## config.mk

```make
export PLATFORM = sky130hd
export DESIGN_NAME = det_nn
export DESIGN_NICKNAME = d
export VERILOG_FILES = /design/src/hw/det_nn_pkg.sv /design/src/hw/mac_if.sv /design/src/hw/det_nn.sv /design/src/hw/layer_sequencer.sv /design/src/hw/neuron_mac.sv /design/src/hw/weight_store.sv
export VERILOG_INCLUDE_DIRS = /design/src /design/src/hw
export SDC_FILE = /design/constraint.sdc
export NUM_CORES = 2
export LEC_CHECK = 0
export BUFFER_PORTS_ARGS = -buffer_cell sky130_fd_sc_hd__buf_2
export CORE_ASPECT_RATIO = 0.75
export CORE_UTILIZATION = 25
export CTS_CLUSTER_DIAMETER = 50
export DETAILED_ROUTE_END_ITERATION = 8
export HOLD_SLACK_MARGIN = 0.02
export RECOVER_POWER = 100
export SYNTH_ARGS = -nofsm -noshare
export SYNTH_HDL_FRONTEND = slang
export SYNTH_SLANG_ARGS = --single-unit
export TNS_END_PERCENT = 5
```

## constraint.sdc

```tcl
create_clock -name clk -period 22.8 [get_ports clk]
set_clock_uncertainty 0.15 [all_clocks]
set_input_delay 3.42 -clock clk [delete_from_list [all_inputs] [get_ports clk]]
set_output_delay 3.42 -clock clk [all_outputs]
set_load 0.005 [all_outputs]
```

## src/hw/det_nn_consts.svh

```systemverilog
`ifndef DET_NN_CONSTS_SVH
`define DET_NN_CONSTS_SVH

// Network shape
`define NN_PIXELS      32
`define NN_HIDDEN      4
`define NN_HID_INPUTS  8
`define NN_OUT_INPUTS  4

// Fixed point, Q8.8 values and Q24.16 accumulator
`define NN_PIX_W       8
`define NN_FIX_W       16
`define NN_ACC_W       40
`define NN_FRAC        8

// Decision threshold, -0.25 in Q8.8
`define NN_THRESHOLD   (-16'sd64)

// Weight port and flat memory addressing
`define NN_WADDR_W     6
`define NN_NIDX_W      2
`define NN_WIDX_W      4

`endif

```

## src/hw/det_nn_pkg.sv

```systemverilog
`include "det_nn_consts.svh"

package det_nn_pkg;

  typedef logic        [`NN_PIX_W-1:0]   pixel_t;  // Raw pixel byte
  typedef logic signed [`NN_FIX_W-1:0]   fix_t;    // Q8.8
  typedef logic signed [`NN_ACC_W-1:0]   acc_t;    // Q24.16
  typedef logic        [`NN_WADDR_W-1:0] waddr_t;
  typedef logic        [`NN_NIDX_W-1:0]  nidx_t;   // Neuron select
  typedef logic        [`NN_WIDX_W-1:0]  widx_t;   // Weight index, bias included

  typedef enum logic [2:0] {
    IDLE,
    RUN_HIDDEN,
    WAIT_HIDDEN,
    RUN_OUT,
    WAIT_OUT,
    DECIDE
  } seq_state_t;

  // Flat address is {layer, neuron, idx[2:0]}. A hidden bias (idx 8) has no
  // room there, so it sits in slot 7 of the layer 1 block, which the output
  // neuron never uses
  function automatic waddr_t weight_addr(logic layer, nidx_t neuron, widx_t idx);
    if (!layer && idx == widx_t'(`NN_HID_INPUTS)) begin
      return {1'b1, neuron, 3'b111};
    end
    return {layer, neuron, idx[2:0]};
  endfunction

endpackage

```

## src/hw/mac_if.sv

```systemverilog
`timescale 1ns/1ps

interface mac_if import det_nn_pkg::*; ();

  logic  start;       // One cycle pulse
  logic  layer;       // 0 hidden, 1 output
  nidx_t neuron;
  fix_t  operand;     // Input for the current idx
  widx_t idx;
  fix_t  activation;
  logic  done;        // One cycle pulse

  modport seq (
    output start,
    output layer,
    output neuron,
    output operand,
    input  idx,
    input  activation,
    input  done
  );

  modport mac (
    input  start,
    input  layer,
    input  neuron,
    input  operand,
    output idx,
    output activation,
    output done
  );

endinterface

```

## src/hw/det_nn.sv

```systemverilog
`timescale 1ns/1ps
`include "det_nn_consts.svh"

module det_nn import det_nn_pkg::*; (
  input  logic                             clk,
  input  logic                             rst_n,
  input  logic                             start,
  input  logic [`NN_PIXELS*`NN_PIX_W-1:0] data_in,     // Pixel i at bits 8i+7:8i
  input  logic                             write_weight,
  input  logic                             layer_sel,
  input  nidx_t                            neuron_sel,
  input  widx_t                            weight_sel,
  input  fix_t                             weight_bus,
  output logic                             result,
  output fix_t                             score,
  output logic                             done
);

  waddr_t rd_addr;
  fix_t   rd_data;

  mac_if u_bus ();

  // ##########################################################################
  // Weight memory
  // ##########################################################################

  weight_store u_weights (
    .clk          (clk),
    .rst_n        (rst_n),
    .write_weight (write_weight),
    .layer_sel    (layer_sel),
    .neuron_sel   (neuron_sel),
    .weight_sel   (weight_sel),
    .weight_bus   (weight_bus),
    .rd_addr      (rd_addr),
    .rd_data      (rd_data)
  );

  // ##########################################################################
  // Shared MAC engine and its sequencer
  // ##########################################################################

  neuron_mac u_mac (
    .clk     (clk),
    .rst_n   (rst_n),
    .bus     (u_bus.mac),
    .rd_addr (rd_addr),
    .rd_data (rd_data)
  );

  layer_sequencer u_seq (
    .clk     (clk),
    .rst_n   (rst_n),
    .start   (start),
    .data_in (data_in),
    .bus     (u_bus.seq),
    .result  (result),
    .score   (score),
    .done    (done)
  );

endmodule

```

## src/hw/layer_sequencer.sv

```systemverilog
`timescale 1ns/1ps
`include "det_nn_consts.svh"

module layer_sequencer import det_nn_pkg::*; (
  input  logic                             clk,
  input  logic                             rst_n,
  input  logic                             start,
  input  logic [`NN_PIXELS*`NN_PIX_W-1:0] data_in,
  mac_if.seq                               bus,
  output logic                             result,
  output fix_t                             score,
  output logic                             done
);

  localparam fix_t THRESH = fix_t'(`NN_THRESHOLD);

  seq_state_t state;
  nidx_t      cnt;                    // Hidden neuron in progress
  logic       out_phase;
  pixel_t     frame  [`NN_PIXELS];
  fix_t       hidden [`NN_HIDDEN];
  pixel_t     pixel;

  // ##########################################################################
  // Engine operands
  // ##########################################################################

  assign out_phase  = (state == RUN_OUT) || (state == WAIT_OUT);
  assign bus.start  = (state == RUN_HIDDEN) || (state == RUN_OUT);
  assign bus.layer  = out_phase;
  assign bus.neuron = cnt;            // Wrapped to 0 for the output neuron

  // Neuron n reads pixels 8n..8n+7
  assign pixel = frame[{cnt, bus.idx[2:0]}];

  // A pixel byte is already pixel/256 as a Q8.8 fraction
  assign bus.operand = out_phase ? hidden[bus.idx[1:0]] : fix_t'(pixel);

  always_ff @(posedge clk) begin
    if (state == IDLE && start) begin
      for (int i = 0; i < `NN_PIXELS; i++) begin
        frame[i] <= data_in[i*`NN_PIX_W +: `NN_PIX_W];
      end
    end
    if (state == WAIT_HIDDEN && bus.done) begin
      hidden[cnt] <= bus.activation;
    end
  end

  // ##########################################################################
  // Sequencing and decision
  // ##########################################################################

  always_ff @(posedge clk or negedge rst_n) begin
    if (!rst_n) begin
      state  <= IDLE;
      cnt    <= '0;
      result <= 1'b0;
      score  <= '0;
      done   <= 1'b0;
    end else begin
      done <= 1'b0;
      case (state)
        IDLE: begin
          if (start) begin
            cnt   <= '0;
            state <= RUN_HIDDEN;
          end
        end
        RUN_HIDDEN: state <= WAIT_HIDDEN;
        WAIT_HIDDEN: begin
          if (bus.done) begin
            cnt <= cnt + 1'b1;
            if (cnt == nidx_t'(`NN_HIDDEN - 1)) begin
              state <= RUN_OUT;
            end else begin
              state <= RUN_HIDDEN;
            end
          end
        end
        RUN_OUT: state <= WAIT_OUT;
        WAIT_OUT: begin
          if (bus.done) begin
            state <= DECIDE;
          end
        end
        DECIDE: begin
          score  <= bus.activation;               // Engine holds it after done
          result <= (bus.activation >= THRESH);   // Signed compare
          done   <= 1'b1;
          state  <= IDLE;
        end
        default: state <= IDLE;
      endcase
    end
  end

  a_done_after_decide: assert property (
    @(posedge clk) disable iff (!rst_n) done |-> ($past(state) == DECIDE)
  ) else $error("done outside the cycle after DECIDE");

endmodule

```

## src/hw/neuron_mac.sv

```systemverilog
`timescale 1ns/1ps
`include "det_nn_consts.svh"

module neuron_mac import det_nn_pkg::*; (
  input  logic   clk,
  input  logic   rst_n,
  mac_if.mac     bus,
  output waddr_t rd_addr,
  input  fix_t   rd_data
);

  localparam acc_t ONE     = acc_t'(1) <<< `NN_FRAC;               // 1.0 in Q8.8
  localparam acc_t FIX_MAX = (acc_t'(1) <<< (`NN_FIX_W - 1)) - 1;
  localparam acc_t FIX_MIN = -(acc_t'(1) <<< (`NN_FIX_W - 1));

  logic  busy;          // Issuing reads
  logic  term_v;        // rd_data matches op_q
  logic  last_q;        // Current term is the bias
  logic  layer_q;
  nidx_t neuron_q;
  widx_t idx;
  widx_t n_inputs;
  fix_t  op_q;
  acc_t  acc;
  acc_t  product;
  acc_t  term;
  acc_t  sum;
  acc_t  shifted;
  acc_t  lim_hi;
  acc_t  lim_lo;
  fix_t  act_next;
  fix_t  activation;
  logic  done;

  assign n_inputs = layer_q ? widx_t'(`NN_OUT_INPUTS) : widx_t'(`NN_HID_INPUTS);
  assign rd_addr  = weight_addr(layer_q, neuron_q, idx);

  // ##########################################################################
  // Datapath
  // ##########################################################################

  assign product = op_q * rd_data;                                  // Q.16
  assign term    = last_q ? (acc_t'(rd_data) <<< `NN_FRAC) : product;
  assign sum     = acc + term;
  assign shifted = sum >>> `NN_FRAC;                                // Back to Q8.8

  // Hard tanh for the hidden layer, plain saturation at the output
  assign lim_hi = layer_q ? FIX_MAX : ONE;
  assign lim_lo = layer_q ? FIX_MIN : -ONE;

  always_comb begin
    if (shifted > lim_hi) begin
      act_next = fix_t'(lim_hi);
    end else if (shifted < lim_lo) begin
      act_next = fix_t'(lim_lo);
    end else begin
      act_next = fix_t'(shifted);
    end
  end

  // Operand lines up with the weight read one cycle later
  always_ff @(posedge clk) begin
    op_q <= bus.operand;
  end

  // ##########################################################################
  // Control
  // ##########################################################################

  always_ff @(posedge clk or negedge rst_n) begin
    if (!rst_n) begin
      busy       <= 1'b0;
      idx        <= '0;
      term_v     <= 1'b0;
      last_q     <= 1'b0;
      layer_q    <= 1'b0;
      neuron_q   <= '0;
      acc        <= '0;
      activation <= '0;
      done       <= 1'b0;
    end else begin
      term_v <= busy;
      last_q <= busy && (idx == n_inputs);
      done   <= 1'b0;

      if (bus.start) begin
        busy     <= 1'b1;
        idx      <= '0;
        layer_q  <= bus.layer;
        neuron_q <= bus.neuron;
      end else if (busy) begin
        if (idx == n_inputs) begin    // Bias was the last read
          busy <= 1'b0;
          idx  <= '0;
        end else begin
          idx <= idx + 1'b1;
        end
      end

      if (term_v) begin
        if (last_q) begin
          activation <= act_next;
          done       <= 1'b1;
          acc        <= '0;
        end else begin
          acc <= sum;
        end
      end
    end
  end

  assign bus.idx        = idx;
  assign bus.activation = activation;
  assign bus.done       = done;

  a_no_start_busy: assert property (
    @(posedge clk) disable iff (!rst_n) bus.start |-> !(busy || term_v)
  ) else $error("neuron start while engine busy");

  a_done_pulse: assert property (
    @(posedge clk) disable iff (!rst_n) bus.done |=> !bus.done
  ) else $error("engine done longer than one cycle");

endmodule

```

## src/hw/weight_store.sv

```systemverilog
`timescale 1ns/1ps
`include "det_nn_consts.svh"

module weight_store import det_nn_pkg::*; (
  input  logic   clk,
  input  logic   rst_n,
  input  logic   write_weight,
  input  logic   layer_sel,
  input  nidx_t  neuron_sel,
  input  widx_t  weight_sel,
  input  fix_t   weight_bus,
  input  waddr_t rd_addr,
  output fix_t   rd_data
);

  localparam int DEPTH = 1 << `NN_WADDR_W;

  fix_t   mem [DEPTH];
  logic   wr_ok;
  waddr_t wr_addr;
  logic   slot_used;

  // ##########################################################################
  // Write decode
  // ##########################################################################

  always_comb begin
    if (layer_sel) begin
      // Single output neuron, 4 weights and a bias
      wr_ok = write_weight && (neuron_sel == '0) &&
              (weight_sel <= widx_t'(`NN_OUT_INPUTS));
    end else begin
      wr_ok = write_weight && (weight_sel <= widx_t'(`NN_HID_INPUTS));
    end
  end

  assign wr_addr = weight_addr(layer_sel, neuron_sel, weight_sel);

  // ##########################################################################
  // Storage and registered read
  // ##########################################################################

  always_ff @(posedge clk or negedge rst_n) begin
    if (!rst_n) begin
      for (int i = 0; i < DEPTH; i++) begin
        mem[i] <= '0;
      end
      rd_data <= '0;
    end else begin
      if (wr_ok) begin
        mem[wr_addr] <= weight_bus;
      end
      rd_data <= mem[rd_addr];    // One cycle read lag
    end
  end

  // Hidden weights, hidden biases in slot 7 of layer 1, output neuron 0..4
  assign slot_used = !rd_addr[5] ||
                     (rd_addr[2:0] == 3'b111) ||
                     (rd_addr[4:3] == 2'b00 && rd_addr[2:0] <= 3'd4);

  a_rd_slot_used: assert property (
    @(posedge clk) disable iff (!rst_n) slot_used
  ) else $error("weight read from unused slot %0d", rd_addr);

endmodule

```

# Yosys cells after proc, flatten, opt, wreduce, memory -nomap -nowiden
# Memory sizes are Yosys's and may differ from the RTL's.
# Index checks and enable logic that the tools add are counted.
# totals
regBits	1146
ram_bits	320
input_bits	283
output_inout_bits	18
word_cells	171
mem_count	2
# mem_list
name	words	word_bits	read_ports	rd_clocked_by_memory_dff	wr	line	text
u_seq.frame	32	8	1	0	32	layer_sequencer.sv:20	pixel_t frame [`NN_PIXELS];
u_seq.hidden	4	16	1	0	1	layer_sequencer.sv:21	fix_t hidden [`NN_HIDDEN];
# op_classes
addsub	3
multipliers	1
n_lt_le_gt_ge	8
eq_ne	12
mux	42
n_bitwise	2
reduce_logical	20
# op_table
op	count
$bwmux W1024	1
$bmux W16 S6	1
$demux W16 S6	1
$mux W16	5
$mux W40	2
$add A40 B40 Y40	1
$gt A32 B16 Y1	1
$lt A32 B16 Y1	1
$mul A16 B16 Y32	1
$mux W15	2
$mux W6	4
$ge A16 B7 Y1 const B	1
$mux W4	4
$pmux W3 S5	1
$ge A7 B7 Y1 const B	2
$not A6 Y7	2
$mux W1	13
$logic_and A1 B1 Y1	9
$mux W3	3
$eq A4 B4 Y1 const B	2
$mux W8	1
$lt A7 B1 Y1 const B	1
$eq A3 B2 Y1 const B	2
$eq A3 B3 Y1 const B	2
other kinds (17)	25

# Longest topological paths before layout
# depth
depth_word	10
depth_mapped	44
mapped_depth_nobuf	42

# Modules after synthesis
# Synthesis repeated with hierarchy kept, for this count alone.
# unflattened
hier_cells	5514
hier_area_um2	73747.0
# by_module_without_submodules
module	n_inst	cells_each	area_per_inst_um2	seq_area_each_um2
weight_store	1	2931	44083.5	26025.0
neuron_mac	1	1853	16138.0	1996.9
layer_sequencer	1	730	13525.5	10184.8

# Worst setup path after synthesis
# No wires, ideal clock.
# synth_path
path_kind	input-to-reg
from	input start
to	register u_seq.cnt[0], in the netlist u_seq.bus.neuron[0]
setup_time_ps	147
t_arrival_ps	21852
t_required_ps	22503
path_slack_ps	651
stages	4
path_buffers	0
cell_sequence	nand2_1 > nor3_1 > nor2_1 > mux2_2
# synth_via
elab_chain_len	2
# synth_lines
element	line	text
start, declared	det_nn.sv:7	input logic start,
$ne A2 B2 Y1 (no source line)	-	
$reduce_and A3 Y1 (no source line)	-	
end signal, assigned	layer_sequencer.sv:73	cnt <= cnt + 1'b1;
end, declared	layer_sequencer.sv:18	nidx_t cnt;
# Every way passes these cells.
# A chain may end at the register's enable or synchronous reset.

==> run_results.csv <==
group,metric,value,unit
status,status,"complete, but fails checks",
status,violations,"capacitance limit, slew limit",
place,dp_hpwl,127000,um
power,cell_internal_pwr,4720,uW
power,p_leak,0.0359,uW
yosys,syn-num-nets,6715,
detailed_routing,final_antenna_net_count,0,
setup_path,timing_worst_setup_path_type,"in -> async",
setup_path,r2r_setup_slack,9.00,ns
min_path,whs_endpoint,"u_weights.mem[25]",
floorplanning,die_x,629,um
clock_network,htree_levels,4,
setup_path,crit_path_frequent_cell,"clkbuf_1",
layout,final_nets,6485,
place,placement.cell_area,77800,sq um
yosys,yosysTopAreaCell,"dfrtp_1",
place,gp_congestion,0.877,
power,p_comb_frac,0.155,
sta,setup_ws,8.35,ns
yosys,synth_area,73600,sq um
detailed_routing,vias_per_cell,4.70,
floorplanning,die_area,297000,sq um
sta,hold_viol,0,
yosys,yosysSeqAreaShare,0.519,
place,place_worst_setup_slack,12.33,ns
layout,final_area,82800,sq um
setup_path,critPathCaptureType,"asynchronous set/reset pin",
sta,final-setup-viol-count,0,
run,cap_violations,32,
clock_network,clock-root-buffer,"clkbuf_16",
grt,grt_util_met2,0.197,
clock_network,cts.repair.resized,0,
grt,use_met3,0.0251,
place,placed_cells,9535,
grt,grt_pass1_wl,298000,um
clock_network,tritoncts,"built",
setup_path,r2r_start,"u_mac.bus.idx[0]",
yosys,synth_top_cells_by_area,"dfrtp_1 (38%), edfxtp_1 (13%), mux2_2 (10%)",
power,p_clk_frac,0.404,
sta,hold_ws,0.223,ns
detailed_routing,drt_pass1_iterations,7,
grt,grt_pass1_vias,47406,
setup_path,r2r_end,"u_weights.rd_data[7]",
setup_path,crit_chain,"clkbuf_1 > clkbuf_1 > buf_4 > buf_4 > clkbuf_1",
floorplanning,rows,172,
grt,antenna_found_initial,30,
clock_network,cts.sinks,1466,
power,switchingPower,1820,uW
detailed_routing,drt-total-wl,194000,um
clock_network,cts-hold-fix-buffers,0,
setup_path,worst_setup_path_start_kind,"input pin",
min_path,hold_depth,0,
yosys,async_flop_share,0.771,
clock_network,clkTransAtPathRegs,0.06,ns
power,seqPwrFrac,0.440,
sta,finalCritPeriodShare,0.634,
setup_path,cp_max_fo,77,
clock_network,clk_latency,0.89,ns
floorplanning,initial_core_util,0.251,
yosys,yosysTopAreaCellShare,0.384,
yosys,synth_area_per_cell,12.2,sq um
place,port_buffers,300,
power,powerDensity,79.0,nW/um^2
grt,grt_use_met1,0.184,
setup_path,path_buf_inv,5,
grt,overflow,0,
layout,nFillCells,29755,
layout,fin_cells,9828,
detailed_routing,drc,0,
grt,grt_busiest_layer,"met2",
sta,slew_headroom,-4.87,
min_path,hold_class,"reg -> reg",
grt,grt_usage,0.128,
setup_path,worst_path_max_delay_cell,"clkbuf_1",
floorplanning,core,293000,sq um
clock_network,post_cts_buffers,0,
yosys,syn-instance-count,6017,
sta,fmax,69.2,MHz
detailed_routing,vias,46182,
clock_network,cts.path.max_buffers,4,
power,p_sw_frac,0.278,
yosys,synth-warning-count,0,
power,vdd_drop_max,0.0616,mV
layout,drive_above_1_share,0.239,
clock_network,numCtsBuffers,164,
layout,final_cell_mix,"dfrtp_1 (1,128), mux2_2 (660), nand2_1 (518)",
floorplanning,pin_count,301,
sta,rsz0062_at_grt,"false",
sta,drv_slew,1586,
grt,grt_start_max_net_pins,212,
yosys,synth_cell_types,113,
setup_path,worstPathRequired,22.67,ns
min_path,hp-start,"u_weights.mem[25]",
detailed_routing,routedWlPerCell,19.8,um
setup_path,path_delay_family,"buffers and inverters",
detailed_routing,detail_route.iter0.violations,3647,
setup_path,crit_arrival,14.32,ns
setup_path,r2r_cells,14,
layout,layout_commonest_cell,"dfrtp_1",
yosys,synth_edf_count,320,
yosys,synth_flop_cell,"dfrtp_1",
sta,tightest_slew,8.80,ns
yosys,ys_ff_latch,1466,
sta,period_needed,14.45,ns
setup_path,crit_path_max_incr_delay,3.05,ns
sta,finalSetupTns,0,ns
floorplanning,fp.dieH,472,um
layout,area_delta_synth_final,12.5,%
==> worst register-to-register path: cells and delay by family (launching register included) <==
kind / cells / cell delay (ns)
flip-flops: 1 / 1.31
buffers and inverters: 6 / 9.50
adder cells (fa/ha/maj): 1 / 0.39
multiplexers: 2 / 0.78
AND/OR/NAND/NOR: 3 / 0.42
AO/OA/AOI/OAI: 2 / 1.17
==> worst max-delay path by stage <==
stage                               startpoint                       end  slack (ns)  cells after the start
after floorplan                          start       u_seq.bus.neuron[0]        0.65                      4
after global placement           u_mac.op_q[6]  u_mac.bus.activation[10]       12.47                     37
after detailed placement  u_weights.rd_data[1]   u_mac.bus.activation[9]       12.33                     34
after CTS                 u_weights.rd_data[8]   u_mac.bus.activation[8]       12.34                     36
after global routing                     rst_n        u_weights.mem[941]        5.92                      5
final                                    rst_n        u_weights.mem[941]        8.35                      5
==> synthesized netlist by cell type, types with 42 or more instances <==
library cell	instances
dfrtp_1	1130
clkbuf_1	739
mux2_2	661
nand2_1	519
inv_1	331
edfxtp_1	320
fa_1	263
and2_1	258
o21ai_0	194
o221ai_1	160
ha_1	152
o22ai_1	149
a211oi_1	144
a31oi_1	140
mux4_2	128
a21oi_1	103
nor2_1	91
mux2i_1	69
xnor2_1	42
==> sequential cells by signal (all words and copies together), names as in the netlist <==
register              count
u_mac.op_q               16
u_mac.neuron_q            2
u_weights.mem          1024
u_mac.busy                1
u_mac.acc                40
u_seq.score              16
u_mac.term_v              1
u_mac.bus.activation     16
u_mac.bus.done            1
u_weights.rd_data        16
u_seq.bus.neuron          2
u_seq.state               3
u_mac.layer_q             1
u_seq.frame             256
u_mac.last_q              1
u_mac.bus.idx             4
u_seq.done                1
u_seq.result              1
u_seq.hidden             64
==> area by class of cell <==
| class | count | area (sq um) | area share |
|---|---|---|---|
| clock inverters | 75 | 761 | 0.00919 |
| repair buffers | 378 | 1970 | 0.0238 |
| flip-flops and latches | 1466 | 38200 | 0.462 |
| diodes | 11 | 27.5 | 0.000333 |
| multi-input cells | 3442 | 31100 | 0.376 |
| well taps | 3915 | 4900 | 0.0592 |
| inverters | 335 | 1260 | 0.0152 |
| clock buffers | 206 | 4540 | 0.0549 |
==> power by group through the flow <==
stage | registers (uW) | logic [uW] | clock network, uW
4_1_cts | 2880 | 1020 | 2710
6_report | 2880 | 1010 | 2640
3_5_place_dp | 2930 | 1010 | 0
2_1_floorplan | 2890 | 707 | 0
5_1_grt | 2890 | 1120 | 2810
3_3_place_gp | 2920 | 993 | 0
==> stage by stage <==
step / total power, uW / utilization
after floorplan: 3600 / -
after global placement: 3910 / 0.266
after detailed placement: 3940 / 0.266
after CTS: 6600 / 0.284
after global routing: 6820 / 0.283
final: 6540 / 0.283
==> routing by layer <==
layer  share of wire  vias up
met2            0.45     1240
met3           0.062      263
met5         0.00029        -
met4           0.021       10
met1            0.47    24135
li1                -    20534
==> logic make-up (layout without fill, tap and decap cells) <==
| family | count (synthesis) | after routing | synth area share |
|---|---|---|---|
| buffers and inverters | 1109 | 994 | 0.0573 |
| XOR/XNOR | 66 | 66 | 0.00840 |
| adder cells (fa/ha/maj) | 415 | 415 | 0.0974 |
| other | 0 | 11 | 0 |
| AO/OA/AOI/OAI | 1056 | 1056 | 0.0991 |
| AND/OR/NAND/NOR | 1046 | 1046 | 0.0688 |
| multiplexers | 859 | 859 | 0.150 |
| flip-flops | 1466 | 1466 | 0.519 |
Power figures use the tool's default switching activity.
